--- config.mk ---
export PLATFORM = sky130hd
export DESIGN_NAME = vga_core
export DESIGN_NICKNAME = d
export VERILOG_FILES = /design/src/verilog/vga_pkg.sv /design/src/verilog/vga_core.sv /design/src/verilog/vga_pixel_out.sv /design/src/verilog/vga_background.sv /design/src/verilog/vga_timing.sv /design/src/verilog/vga_regs.sv /design/src/verilog/vga_axis.sv
export SDC_FILE = /design/constraint.sdc
export NUM_CORES = 1
export LEC_CHECK = 0
export BUFFER_PORTS_ARGS = -buffer_cell sky130_fd_sc_hd__buf_4
export CAP_MARGIN = 20
export CORE_ASPECT_RATIO = 0.9
export CORE_UTILIZATION = 50
export CTS_CLUSTER_SIZE = 14
export DETAILED_ROUTE_END_ITERATION = 8
export GPL_TIMING_DRIVEN = 0
export PLACE_DENSITY = 0.72
export SLEW_MARGIN = 30
export SYNTH_ARGS = -nofsm -noshare
export SYNTH_HDL_FRONTEND = slang
export SYNTH_SLANG_ARGS = --single-unit
export TNS_END_PERCENT = 10
--- constraint.sdc ---
create_clock -name clk -period 2.65 [get_ports clk]
set_input_delay 0.795 -clock clk [delete_from_list [all_inputs] [get_ports clk]]
set_output_delay 0.795 -clock clk [all_outputs]
set_load 0.02 [all_outputs]
--- src/verilog/vga_pkg.sv ---
package vga_pkg;

    //////////////////////////////////////////////////////////////////////
    // widths
    //////////////////////////////////////////////////////////////////////

    typedef logic [9:0]  coord_t;      // counter value or timing setting
    typedef logic [11:0] color_t;      // {red, green, blue} nibbles
    typedef logic [31:0] pattern_t;    // one background bit-plane
    typedef logic [5:0]  pix_size_t;   // plane pixel width, minus one
    typedef logic [1:0]  color_idx_t;  // background colour index
    typedef logic [31:0] wb_word_t;    // wishbone address or data

    //////////////////////////////////////////////////////////////////////
    // bus decode
    //////////////////////////////////////////////////////////////////////

    localparam logic [7:0] BLOCK_ID = 8'h04;  // address bits 31..24

    // write-only register offsets, all cleared by reset
    //   00  [29:20] h_sync_start  [19:10] h_sync_end  [9:0] h_active_start
    //   04  [29:20] v_sync_start  [19:10] v_sync_end  [9:0] v_active_start
    //   08  [22] enable  [21] h_pol  [20] v_pol
    //       [19:10] h_active_end  [9:0] v_active_end
    //   0C  plane 0 bits
    //   10  plane 1 bits
    //   14  [11:6] plane 0 width  [5:0] plane 1 width
    //   1C  [23:12] colour 1  [11:0] colour 0
    //   20  [23:12] colour 3  [11:0] colour 2
    localparam logic [7:0] REG_HTIME     = 8'h00;
    localparam logic [7:0] REG_VTIME     = 8'h04;
    localparam logic [7:0] REG_CTRL      = 8'h08;
    localparam logic [7:0] REG_BG_PLANE0 = 8'h0C;
    localparam logic [7:0] REG_BG_PLANE1 = 8'h10;
    localparam logic [7:0] REG_BG_SIZE   = 8'h14;
    localparam logic [7:0] REG_BG_COL01  = 8'h1C;
    localparam logic [7:0] REG_BG_COL23  = 8'h20;

endpackage
--- src/verilog/vga_core.sv ---
module vga_core (
    input  logic              clk,
    input  logic              reset,

    // wishbone slave
    input  vga_pkg::wb_word_t wb_addr_i,
    input  vga_pkg::wb_word_t wb_data_i,
    input  logic [3:0]        wb_sel_i,   // byte lanes not decoded
    input  logic              wb_we_i,
    input  logic              wb_stb_i,
    input  logic              wb_cyc_i,
    output vga_pkg::wb_word_t wb_data_o,
    output logic              wb_ack_o,

    // video
    output logic [3:0]        vga_r_o,
    output logic [3:0]        vga_g_o,
    output logic [3:0]        vga_b_o,
    output logic              vga_hs_o,
    output logic              vga_vs_o
);
    import vga_pkg::*;

    coord_t     h_sync_start, h_sync_end, h_active_start, h_active_end;
    coord_t     v_sync_start, v_sync_end, v_active_start, v_active_end;
    logic       h_pol, v_pol, enabled;
    pattern_t   bg_plane0, bg_plane1;
    pix_size_t  bg_size0, bg_size1;
    color_t     bg_color0, bg_color1, bg_color2, bg_color3;
    logic       h_sync, v_sync, h_active, v_active, active;
    color_idx_t bg_index;

    vga_regs vga_regs_i (
        .clk (clk), .reset (reset),
        .wb_addr_i (wb_addr_i), .wb_data_i (wb_data_i), .wb_we_i (wb_we_i),
        .wb_stb_i (wb_stb_i), .wb_cyc_i (wb_cyc_i),
        .wb_data_o (wb_data_o), .wb_ack_o (wb_ack_o),
        .h_sync_start_o (h_sync_start), .h_sync_end_o (h_sync_end),
        .h_active_start_o (h_active_start), .h_active_end_o (h_active_end),
        .v_sync_start_o (v_sync_start), .v_sync_end_o (v_sync_end),
        .v_active_start_o (v_active_start), .v_active_end_o (v_active_end),
        .h_pol_o (h_pol), .v_pol_o (v_pol), .enabled_o (enabled),
        .bg_plane0_o (bg_plane0), .bg_plane1_o (bg_plane1),
        .bg_size0_o (bg_size0), .bg_size1_o (bg_size1),
        .bg_color0_o (bg_color0), .bg_color1_o (bg_color1),
        .bg_color2_o (bg_color2), .bg_color3_o (bg_color3)
    );

    vga_timing vga_timing_i (
        .clk (clk), .reset (reset), .enabled_i (enabled),
        .h_sync_start_i (h_sync_start), .h_sync_end_i (h_sync_end),
        .h_active_start_i (h_active_start), .h_active_end_i (h_active_end),
        .v_sync_start_i (v_sync_start), .v_sync_end_i (v_sync_end),
        .v_active_start_i (v_active_start), .v_active_end_i (v_active_end),
        .h_pol_i (h_pol), .v_pol_i (v_pol),
        .h_sync_o (h_sync), .v_sync_o (v_sync),
        .h_active_o (h_active), .v_active_o (v_active), .active_o (active)
    );

    vga_background vga_background_i (
        .clk (clk), .reset (reset),
        .h_active_i (h_active), .v_active_i (v_active),
        .bg_plane0_i (bg_plane0), .bg_plane1_i (bg_plane1),
        .bg_size0_i (bg_size0), .bg_size1_i (bg_size1),
        .bg_index_o (bg_index)
    );

    vga_pixel_out vga_pixel_out_i (
        .clk (clk), .reset (reset),
        .active_i (active), .h_sync_i (h_sync), .v_sync_i (v_sync),
        .bg_index_i (bg_index),
        .bg_color0_i (bg_color0), .bg_color1_i (bg_color1),
        .bg_color2_i (bg_color2), .bg_color3_i (bg_color3),
        .vga_r_o (vga_r_o), .vga_g_o (vga_g_o), .vga_b_o (vga_b_o),
        .vga_hs_o (vga_hs_o), .vga_vs_o (vga_vs_o)
    );

endmodule

--- src/verilog/vga_pixel_out.sv ---
module vga_pixel_out (
    input  logic                clk,
    input  logic                reset,

    input  logic                active_i,
    input  logic                h_sync_i,
    input  logic                v_sync_i,

    input  vga_pkg::color_idx_t bg_index_i,
    input  vga_pkg::color_t     bg_color0_i,
    input  vga_pkg::color_t     bg_color1_i,
    input  vga_pkg::color_t     bg_color2_i,
    input  vga_pkg::color_t     bg_color3_i,

    output logic [3:0]          vga_r_o,
    output logic [3:0]          vga_g_o,
    output logic [3:0]          vga_b_o,
    output logic                vga_hs_o,
    output logic                vga_vs_o
);
    import vga_pkg::*;

    color_t color;

    always_comb begin
        case (bg_index_i)
            2'd0:    color = bg_color0_i;
            2'd1:    color = bg_color1_i;
            2'd2:    color = bg_color2_i;
            default: color = bg_color3_i;
        endcase
    end

    // rgb and syncs leave on the same edge
    always_ff @(posedge clk) begin
        if (reset) begin
            {vga_r_o, vga_g_o, vga_b_o} <= '0;
            vga_hs_o <= 1'b0;
            vga_vs_o <= 1'b0;
        end else begin
            {vga_r_o, vga_g_o, vga_b_o} <= active_i ? color : '0;  // black in blanking
            vga_hs_o <= h_sync_i;
            vga_vs_o <= v_sync_i;
        end
    end

endmodule

--- src/verilog/vga_background.sv ---
module vga_background (
    input  logic                clk,
    input  logic                reset,

    input  logic                h_active_i,
    input  logic                v_active_i,

    input  vga_pkg::pattern_t   bg_plane0_i,
    input  vga_pkg::pattern_t   bg_plane1_i,
    input  vga_pkg::pix_size_t  bg_size0_i,
    input  vga_pkg::pix_size_t  bg_size1_i,

    output vga_pkg::color_idx_t bg_index_o
);
    import vga_pkg::*;

    pattern_t   plane   [2];
    pix_size_t  size    [2];
    pix_size_t  width_q [2];   // pixels spent on the current bit
    logic [4:0] pos_q   [2];   // bit position, 0 is the msb

    assign plane[0] = bg_plane0_i;
    assign plane[1] = bg_plane1_i;
    assign size[0]  = bg_size0_i;
    assign size[1]  = bg_size1_i;

    //////////////////////////////////////////////////////////////////////
    // plane walkers
    //////////////////////////////////////////////////////////////////////

    always_ff @(posedge clk) begin
        for (int i = 0; i < 2; i++) begin
            if (reset || !h_active_i) begin
                width_q[i] <= '0;  // restart on every line
                pos_q[i]   <= '0;
            end else if (v_active_i) begin
                if (width_q[i] == size[i]) begin
                    width_q[i] <= '0;
                    pos_q[i]   <= pos_q[i] + 1'b1;  // wraps after 32 bits
                end else begin
                    width_q[i] <= width_q[i] + 1'b1;
                end
            end
        end
    end

    // ~pos picks bit 31 - pos, msb first
    assign bg_index_o = {plane[1][~pos_q[1]], plane[0][~pos_q[0]]};

endmodule

--- src/verilog/vga_timing.sv ---
module vga_timing (
    input  logic            clk,
    input  logic            reset,
    input  logic            enabled_i,

    input  vga_pkg::coord_t h_sync_start_i,
    input  vga_pkg::coord_t h_sync_end_i,
    input  vga_pkg::coord_t h_active_start_i,
    input  vga_pkg::coord_t h_active_end_i,
    input  vga_pkg::coord_t v_sync_start_i,
    input  vga_pkg::coord_t v_sync_end_i,
    input  vga_pkg::coord_t v_active_start_i,
    input  vga_pkg::coord_t v_active_end_i,
    input  logic            h_pol_i,
    input  logic            v_pol_i,

    output logic            h_sync_o,
    output logic            v_sync_o,
    output logic            h_active_o,
    output logic            v_active_o,
    output logic            active_o
);

    logic h_wrap;

    vga_axis h_axis_i (
        .clk            (clk),
        .reset          (reset),
        .enabled_i      (enabled_i),
        .step_i         (1'b1),               // one pixel per clock
        .sync_start_i   (h_sync_start_i),
        .sync_end_i     (h_sync_end_i),
        .active_start_i (h_active_start_i),
        .active_end_i   (h_active_end_i),
        .pol_i          (h_pol_i),
        .count_o        (),
        .wrap_o         (h_wrap),
        .sync_o         (h_sync_o),
        .active_o       (h_active_o)
    );

    vga_axis v_axis_i (
        .clk            (clk),
        .reset          (reset),
        .enabled_i      (enabled_i),
        .step_i         (h_wrap),             // one line per horizontal wrap
        .sync_start_i   (v_sync_start_i),
        .sync_end_i     (v_sync_end_i),
        .active_start_i (v_active_start_i),
        .active_end_i   (v_active_end_i),
        .pol_i          (v_pol_i),
        .count_o        (),
        .wrap_o         (),
        .sync_o         (v_sync_o),
        .active_o       (v_active_o)
    );

    assign active_o = h_active_o && v_active_o;

endmodule

--- src/verilog/vga_regs.sv ---
module vga_regs (
    input  logic              clk,
    input  logic              reset,

    // wishbone slave
    input  vga_pkg::wb_word_t wb_addr_i,
    input  vga_pkg::wb_word_t wb_data_i,
    input  logic              wb_we_i,
    input  logic              wb_stb_i,
    input  logic              wb_cyc_i,
    output vga_pkg::wb_word_t wb_data_o,
    output logic              wb_ack_o,

    // timing fields
    output vga_pkg::coord_t   h_sync_start_o,
    output vga_pkg::coord_t   h_sync_end_o,
    output vga_pkg::coord_t   h_active_start_o,
    output vga_pkg::coord_t   h_active_end_o,
    output vga_pkg::coord_t   v_sync_start_o,
    output vga_pkg::coord_t   v_sync_end_o,
    output vga_pkg::coord_t   v_active_start_o,
    output vga_pkg::coord_t   v_active_end_o,
    output logic              h_pol_o,
    output logic              v_pol_o,
    output logic              enabled_o,

    // background fields
    output vga_pkg::pattern_t  bg_plane0_o,
    output vga_pkg::pattern_t  bg_plane1_o,
    output vga_pkg::pix_size_t bg_size0_o,
    output vga_pkg::pix_size_t bg_size1_o,
    output vga_pkg::color_t    bg_color0_o,
    output vga_pkg::color_t    bg_color1_o,
    output vga_pkg::color_t    bg_color2_o,
    output vga_pkg::color_t    bg_color3_o
);
    import vga_pkg::*;

    logic access;

    // one access per ack, a held stb is not seen twice
    assign access = wb_stb_i && wb_cyc_i && (wb_addr_i[31:24] == BLOCK_ID) && !wb_ack_o;

    assign wb_data_o = '0;  // registers are write-only

    always_ff @(posedge clk) begin
        if (reset) begin
            wb_ack_o         <= 1'b0;
            h_sync_start_o   <= '0;
            h_sync_end_o     <= '0;
            h_active_start_o <= '0;
            h_active_end_o   <= '0;
            v_sync_start_o   <= '0;
            v_sync_end_o     <= '0;
            v_active_start_o <= '0;
            v_active_end_o   <= '0;
            h_pol_o          <= 1'b0;
            v_pol_o          <= 1'b0;
            enabled_o        <= 1'b0;
            bg_plane0_o      <= '0;
            bg_plane1_o      <= '0;
            bg_size0_o       <= '0;
            bg_size1_o       <= '0;
            bg_color0_o      <= '0;
            bg_color1_o      <= '0;
            bg_color2_o      <= '0;
            bg_color3_o      <= '0;
        end else begin
            wb_ack_o <= access;  // reads and writes alike
            if (access && wb_we_i) begin
                case (wb_addr_i[7:0])
                    REG_HTIME: {h_sync_start_o, h_sync_end_o, h_active_start_o} <=
                        wb_data_i[29:0];
                    REG_VTIME: {v_sync_start_o, v_sync_end_o, v_active_start_o} <=
                        wb_data_i[29:0];
                    REG_CTRL: {enabled_o, h_pol_o, v_pol_o, h_active_end_o, v_active_end_o} <=
                        wb_data_i[22:0];
                    REG_BG_PLANE0: bg_plane0_o <= wb_data_i;
                    REG_BG_PLANE1: bg_plane1_o <= wb_data_i;
                    REG_BG_SIZE:   {bg_size0_o, bg_size1_o} <= wb_data_i[11:0];
                    REG_BG_COL01:  {bg_color1_o, bg_color0_o} <= wb_data_i[23:0];
                    REG_BG_COL23:  {bg_color3_o, bg_color2_o} <= wb_data_i[23:0];
                    default: ;  // unmapped, acked only
                endcase
            end
        end
    end

endmodule

--- src/verilog/vga_axis.sv ---
module vga_axis (
    input  logic            clk,
    input  logic            reset,
    input  logic            enabled_i,
    input  logic            step_i,        // advance by one

    input  vga_pkg::coord_t sync_start_i,
    input  vga_pkg::coord_t sync_end_i,
    input  vga_pkg::coord_t active_start_i,
    input  vga_pkg::coord_t active_end_i,
    input  logic            pol_i,

    output vga_pkg::coord_t count_o,
    output logic            wrap_o,        // last step of this axis
    output logic            sync_o,
    output logic            active_o
);

    logic in_sync;
    logic in_active;

    // windows are half open, start included and end excluded
    assign in_sync   = (count_o >= sync_start_i) && (count_o < sync_end_i);
    assign in_active = (count_o >= active_start_i) && (count_o < active_end_i);

    assign wrap_o = enabled_i && step_i && (count_o == '1);

    always_ff @(posedge clk) begin
        if (reset) begin
            count_o  <= '0;
            sync_o   <= 1'b0;
            active_o <= 1'b0;
        end else if (!enabled_i) begin
            count_o  <= '0;
            sync_o   <= pol_i;       // idle level
            active_o <= 1'b0;
        end else begin
            if (step_i) begin
                count_o <= count_o + 1'b1;  // wraps at 1023
            end
            // one cycle behind the counter
            sync_o   <= in_sync ^ pol_i;
            active_o <= in_active;
        end
    end

endmodule

==> results.toml, run 1 <==
[status]
status = "finished, final reports clean"

[worst_hold_path]
min_path_cells = 2
min-delay-start = "vga_regs_i.v_sync_end_o[9]$_SDFFE_PP0P_"
hold_end = "vga_regs_i.v_sync_end_o[9]$_SDFFE_PP0P_"
min_path_type = "reg2reg"

[yosys]
synth_edf_count = 22
synth_top_family_by_area = "simple AND/OR/NAND/NOR gates"
synthSimpleGateAreaFrac = 0.1903
synth_area_um2 = 12860
synth.area.mux_share = 0.04730
synth-main-ff-cell = "dfxtp_1"
syn_area_per_cell_um2 = 8.305
netlist.area_leader.share = 0.3831
ys_seq_area_frac = 0.4345
synthDistinctLibCells = 59
yosys_warnings = 0
async_flop_share = 0
synthXorXnorAreaFrac = 0.02589
synth_area_leader_cell = "dfxtp_1"
synth-seq-cells = 268
synth-compound-area-share = 0.1427
synthCells = 1548
synthAdderAreaFrac = 0.07981
ys_top_cells_by_area = "dfxtp_1 38%, nand2_1 13%, a21oi_1 8.7%"

[floorplan]
rows = 55
die_x_um = 171.0
die_height_um = 154.1
die-area_um2 = 26360
io_pins = 120
coreArea_um2 = 25190
initial_core_util = 0.5104

[critical_path]
cp_max_fo = 10
cp.arrival_ns = 2.97
crit_path_end_kind = "flip-flop"
required_ns = 3.06
slowest_stage = "edfxtp_1"
slowest_delay_ns = 0.40
critical-path-top-delay-family = "compound AO/OA/AOI/OAI gates"
worstReg2RegStart = "vga_background_i.pos_q[1][1]$_SDFFCE_PN0P_"
r2r_setup_slack_ns = 0.09
worstSetupStartpointType = "flip-flop"
worst-path-buf-inv = 3
r2r_end = "vga_pixel_out_i.vga_g_o[3]$_SDFF_PP0_"
rr_worst_depth = 9
cp_cell_sequence = "buf_6 > mux2_1 > o311ai_1 > o22ai_1 > a311oi_4 > buf_12 > buf_8 > mux2i_2 > o22ai_2"
criticalPathCategory = "reg2reg"

[route]
totalWireLength_um = 35580
vias_per_cell = 5.410
wl_per_cell_um = 17.56
drc = 0
ant_nets = 0
num_vias = 10960
firstDrtPassIters = 5
drt_iter0_markers = 946

[layout]
stdcell_count = 2026
antenna-diode-count = 0
layout_commonest_cell = "nand2_1"
final_nets = 1820
areaGrowthSynthToFinish_pct = 15.33
most-common-layout-cells = "441 x nand2_1, 246 x dfxtp_1, 224 x a21oi_1, 91 x buf_4, 85 x inv_1"
drive_gt1_frac = 0.1223
design_area_um2 = 14830

[global_route]
antenna_found_initial = 1
grt_pass1_vias = 10170
grt_max_degree = 14
grt-ovfl-total = 0
grt_pass1_wl_um = 55070
track_usage = 0.2716

[cts]
clock_path_buffers = 3
cts_buffers = 28
clk_latency_ns = 0.54
cts_tree = "done"
htree_levels = 1
clk_pin_slew_worst_paths_ns = 0.06
cts_sinks = 268
cts_root_buf = "clkbuf_16"

[job]
cap_violations = 0

[placed_design]
dp_cells = 1975
gp_congestion = 0.8571
hpwl_um = 24460
placed_cell_area_um2 = 13810
portBuffers = 54

[power_and_ir_drop]
p_leak_uw = 0.005373
cellPowerDensity_nw_per_um2 = 565.6
vdd_ir_drop_max_mv = 0.4976

[sta]
tightestPinTransition_ns = 0.6706
rsz0062_at_grt = "false"
fin_skew_ns = 0.01140
period_needed_ns = 2.557
fmax_mhz = 391.1
hold_viol = 0
setup_tns_ns = 0
slew_violations = 0
setup_violations = 0
fin_crit_sh = 0.9648
slew_headroom = 0.5529
==> tightest hold or removal path: stages (launching register included) <==
cell,delay (ns)
dfxtp_1,0.31
nand2_1,0.05
a21oi_1,0.05
==> where the power goes <==
group	leakage, µW	internal [µW]	switching (µW)
clock	0.000457	2350	1630
combinational	0.00266	93.0	244
sequential	0.00225	4070	0.0106
==> cells in the mapped netlist, types with 3 or more instances <==
cell,instances
buf_6,5
nor4b_1,3
clkbuf_1,60
nor2b_1,12
nand3_1,25
mux4_2,8
nand2_1,441
ha_1,82
o211ai_1,6
a21oi_1,224
o22ai_2,11
buf_4,36
nor3b_1,3
inv_1,85
a21o_1,8
a211oi_1,4
mux2i_1,36
nor2_1,45
or3_1,6
and2_1,3
a21boi_0,6
edfxtp_1,22
and3_1,11
buf_2,26
o21a_1,8
o21ai_0,17
nor3_1,6
xor2_1,19
xnor2_1,19
mux2_1,4
dfxtp_1,246
nand2b_1,11
a2111oi_0,5
nand4_1,11
==> timing repair <==
item	in CTS	in global routing
gates resized for setup	2	17
setup endpoints to repair	77	185
hold buffers	0	0
pin swaps	1	0
setup buffers	2	0
==> sequential cells by signal (all words and copies together), names as in the netlist, 12 cells and up <==
signal,count
vga_background_i.width_q,12
vga_regs_i.bg_color0_o,12
vga_regs_i.bg_color1_o,12
vga_regs_i.bg_color2_o,12
vga_regs_i.bg_color3_o,12
vga_regs_i.bg_plane0_o,32
vga_regs_i.bg_plane1_o,32
==> how the worst max path moves through the flow <==
stage	start	end	slack, ns	cells past startpoint
5_1_grt	vga_background_i.pos_q[1][1]$_SDFFCE_PN0P_	vga_pixel_out_i.vga_g_o[3]$_SDFF_PP0_	0.02	9
2_1_floorplan	wb_addr_i[27]	vga_regs_i.bg_color2_o[10]$_SDFFE_PP0P_	0.23	9
3_5_place_dp	wb_addr_i[27]	vga_regs_i.bg_color2_o[10]$_SDFFE_PP0P_	-0.61	9
3_3_place_gp	wb_addr_i[4]	vga_regs_i.v_sync_end_o[0]$_SDFFE_PP0P_	-0.58	6
6_report	vga_background_i.pos_q[1][1]$_SDFFCE_PN0P_	vga_pixel_out_i.vga_g_o[3]$_SDFF_PP0_	0.09	9
4_1_cts	wb_addr_i[27]	vga_regs_i.v_active_end_o[4]$_SDFFE_PP0P_	0.03	10
==> routing by layer <==
metal	GRT usage	up-vias	routed length [µm]
met4	0.09311	2	1181
met5	0	-	13
li1	-	5326	-
met2	0.4108	427	15450
met1	0.3907	5127	15630
met3	0.04350	78	3299
==> metrics by stage <==
stage                     setup slack [ns]  hold slack (ns)  total power (µW)    util
after global routing               0.01515           0.4645              8611  0.5887
after detailed placement           -0.6106           0.4363              4487  0.5481
after global placement             -0.5758           0.4283              4485  0.5481
after floorplan                     0.2294           0.4138              4315       -
after CTS                          0.03285           0.4511              8405  0.5864
final                              0.09319           0.4495              8386  0.5887
==> cell type report <==
| type | count | area (µm²) |
|---|---|---|
| Clock inverter | 4 | 51.30 |
| Fill cell | 2259 | 10360 |
| Tap cell | 342 | 427.9 |
| Buffer | 128 | 701.9 |
| Multi-Input combinational cell | 1097 | 6427 |
| Inverter | 86 | 322.8 |
| Clock buffer | 45 | 877.1 |
| Sequential cell | 268 | 5585 |
| Timing Repair Buffer | 56 | 432.9 |
==> cells by family (layout without fill, tap and decap cells) <==
family / Yosys count / after routing
mux: 50 / 50
xor+xnor: 38 / 38
flops: 268 / 268
compound gates: 309 / 309
other cells: 1 / 32
fa+ha+maj: 82 / 82
simple gates: 586 / 586
buf+inv: 214 / 319
Note: power is estimated with default switching activity, not from simulation.
==> inputs of run 2 (changes only) <==
==> constraint.sdc (replaced) <==
create_clock -name clk -period 2.8 [get_ports clk]
set_input_delay 0.84 -clock clk [delete_from_list [all_inputs] [get_ports clk]]
set_output_delay 0.84 -clock clk [all_outputs]
set_load 0.02 [all_outputs]
==> run 2 against run 1 <==
  * First-iteration DRC count is 1.7% lower
  * Maximum frequency decreased by 3.1%
  * Critical endpoint unchanged
  * Non-clock buffer count unchanged
==> results.toml, run 2 (same netlist as run 1, synthesis figures left out) <==
[sta]
slew_headroom = 0.4870
fmax_mhz = 379.0
tightestPinTransition_ns = 0.7631
rsz0062_at_grt = "false"
hold_viol = 0
slew_violations = 0
setup_tns_ns = 0
setup_slack_ns = 0.1615
fin_skew_ns = 0.009126
setup_violations = 0
whs_ns = 0.4492
period_needed_ns = 2.639
fin_crit_sh = 0.9423

[critical_path]
crit_path_end_kind = "flip-flop"
r2r_end = "vga_pixel_out_i.vga_g_o[3]$_SDFF_PP0_"
worstSetupStartpointType = "flip-flop"
startpoint = "vga_background_i.pos_q[1][1]$_SDFFCE_PN0P_"
criticalPathCategory = "reg2reg"
rr_worst_depth = 9
worstReg2RegStart = "vga_background_i.pos_q[1][1]$_SDFFCE_PN0P_"
cp.arrival_ns = 3.05
required_ns = 3.21
cp_max_fo = 10
crit_end = "vga_pixel_out_i.vga_g_o[3]$_SDFF_PP0_"
r2r_setup_slack_ns = 0.16

[global_route]
track_usage = 0.2716
antenna_found_initial = 1
grt-ovfl-total = 0
grt_pass1_vias = 10160
grt_pass1_wl_um = 55050
grt_max_degree = 14

[placed_design]
gp_congestion = 0.8571
hpwl_um = 24460
pre_cts_slack_ns = -0.5056
portBuffers = 54

[cts]
clk_pin_slew_worst_paths_ns = 0.06
clock_path_buffers = 3
cts_tree = "done"
cts_buffers = 28
cts_root_buf = "clkbuf_16"
clk_latency_ns = 0.54
cts_sinks = 268
htree_levels = 1
hold_buffers = 0

[route]
wl_per_cell_um = 17.56
totalWireLength_um = 35570
vias_per_cell = 5.400
drt_iter0_markers = 930
ant_nets = 0
drc = 0
firstDrtPassIters = 6
num_vias = 10940

[power_and_ir_drop]
seqPwrFrac = 0.486
cellPowerDensity_nw_per_um2 = 536.8
vdd_ir_drop_max_mv = 0.4712
combPwrFrac = 0.040
p_leak_uw = 0.005384
p_clk_frac = 0.474
intPower_uw = 6167
netSwitchingPower_uw = 1770
power_uw = 7937
switching_share = 0.2230

[layout]
seq_area_um2 = 5585
final_nets = 1820
reg_top3 = "vga_regs_i.bg_plane0_o (32), vga_regs_i.bg_plane1_o (32)"
final_util = 0.5870
antenna-diode-count = 0
most-common-layout-cells = "441 x nand2_1, 246 x dfxtp_1, 224 x a21oi_1, 91 x buf_4, 85 x inv_1"
layout_commonest_cell = "nand2_1"
n_fill_cell = 2264
areaGrowthSynthToFinish_pct = 15.00
multi_input_area_um2 = 6389
drive_gt1_frac = 0.1170

[floorplan]
rows = 55
coreArea_um2 = 25190
io_pins = 120
die-area_um2 = 26360
die_x_um = 171.0
die_height_um = 154.1
initial_core_util = 0.5104

[job]
cap_violations = 0

[status]
status = "finished, final reports clean"

[worst_hold_path]
min_path_type = "reg2reg"
==> run 2: changes by cell type in the layout (fill, tap and decap cells not counted) <==
cell      delta
o311ai_2     -1
nor4_4       -1
clkbuf_2     -3
clkbuf_1     +3
nor2_1       +1
nor2_4       -1
mux2i_1      +4
mux2i_2      -4
nor4_2       +1
o311ai_1     +1
==> run 2: per-layer routing <==
| metal | up-vias | routed length [µm] | track usage |
|---|---|---|---|
| met3 | 76 | 3083 | 0.04582 |
| met1 | 5144 | 15810 | 0.3892 |
| met5 | - | 13 | 0 |
| li1 | 5327 | - | - |
| met4 | 2 | 1163 | 0.09141 |
| met2 | 392 | 15500 | 0.4113 |
==> run 2: worst max-delay path, cell delays in order, from the launching register on <==
cell and delay [ns]:
edfxtp_1 0.40, buf_6 0.17, mux2_1 0.32, o311ai_1 0.28, o22ai_1 0.16, a311oi_4 0.33
buf_12 0.17, buf_8 0.16, mux2i_1 0.38, o22ai_2 0.13
==> run 2: worst min-delay path by stage <==
| stage | from | endpoint | slack [ns] | cells past startpoint |
|---|---|---|---|---|
| 2_1_floorplan | vga_timing_i.h_axis_i.sync_o$_SDFF_PP0_ | vga_pixel_out_i.vga_hs_o$_SDFF_PP0_ | 0.41 | 1 |
| 3_3_place_gp | vga_timing_i.v_axis_i.sync_o$_SDFF_PP0_ | vga_pixel_out_i.vga_vs_o$_SDFF_PP0_ | 0.43 | 1 |
| 3_5_place_dp | vga_timing_i.v_axis_i.sync_o$_SDFF_PP0_ | vga_pixel_out_i.vga_vs_o$_SDFF_PP0_ | 0.44 | 1 |
| 4_1_cts | vga_regs_i.bg_plane1_o[15]$_SDFFE_PP0P_ | vga_regs_i.bg_plane1_o[15]$_SDFFE_PP0P_ | 0.45 | 2 |
| 5_1_grt | vga_regs_i.v_sync_end_o[8]$_SDFFE_PP0P_ | vga_regs_i.v_sync_end_o[8]$_SDFFE_PP0P_ | 0.46 | 2 |
| 6_report | vga_regs_i.v_sync_end_o[9]$_SDFFE_PP0P_ | vga_regs_i.v_sync_end_o[9]$_SDFFE_PP0P_ | 0.45 | 2 |
==> run 2: layout make-up <==
type	count	area share
repair buffers	56	0.02928
flip-flops and latches	268	0.3778
clock inverters	4	0.003470
clock buffers	45	0.05933
well taps	342	0.02894
multi-input cells	1097	0.4321
plain buffers	128	0.04722
inverters	86	0.02183
==> run 2: metrics by stage <==
step	instances	cell area [µm²]
floorplan	1579	12970
global placement	1975	13810
global route	2026	14780
detailed placement	1975	13810
finish	2026	14780
CTS	2026	14760
==> run 2: power groups by stage <==
stage                     clock [µW]  combinational, µW  sequential [µW]
after floorplan                    0                143             3940
after CTS                       3790                306             3860
after detailed placement           0                306             3940
after global placement             0                304             3940
after global routing            3970                326             3850
final                           3760                317             3860
==> run 2: what timing repair did <==
| item | CTS | global route |
|---|---|---|
| setup buffers | 2 | 0 |
| setup endpoints to repair | 1 | 185 |
| gates resized for setup | 0 | 5 |
| pin swaps | 1 | 0 |
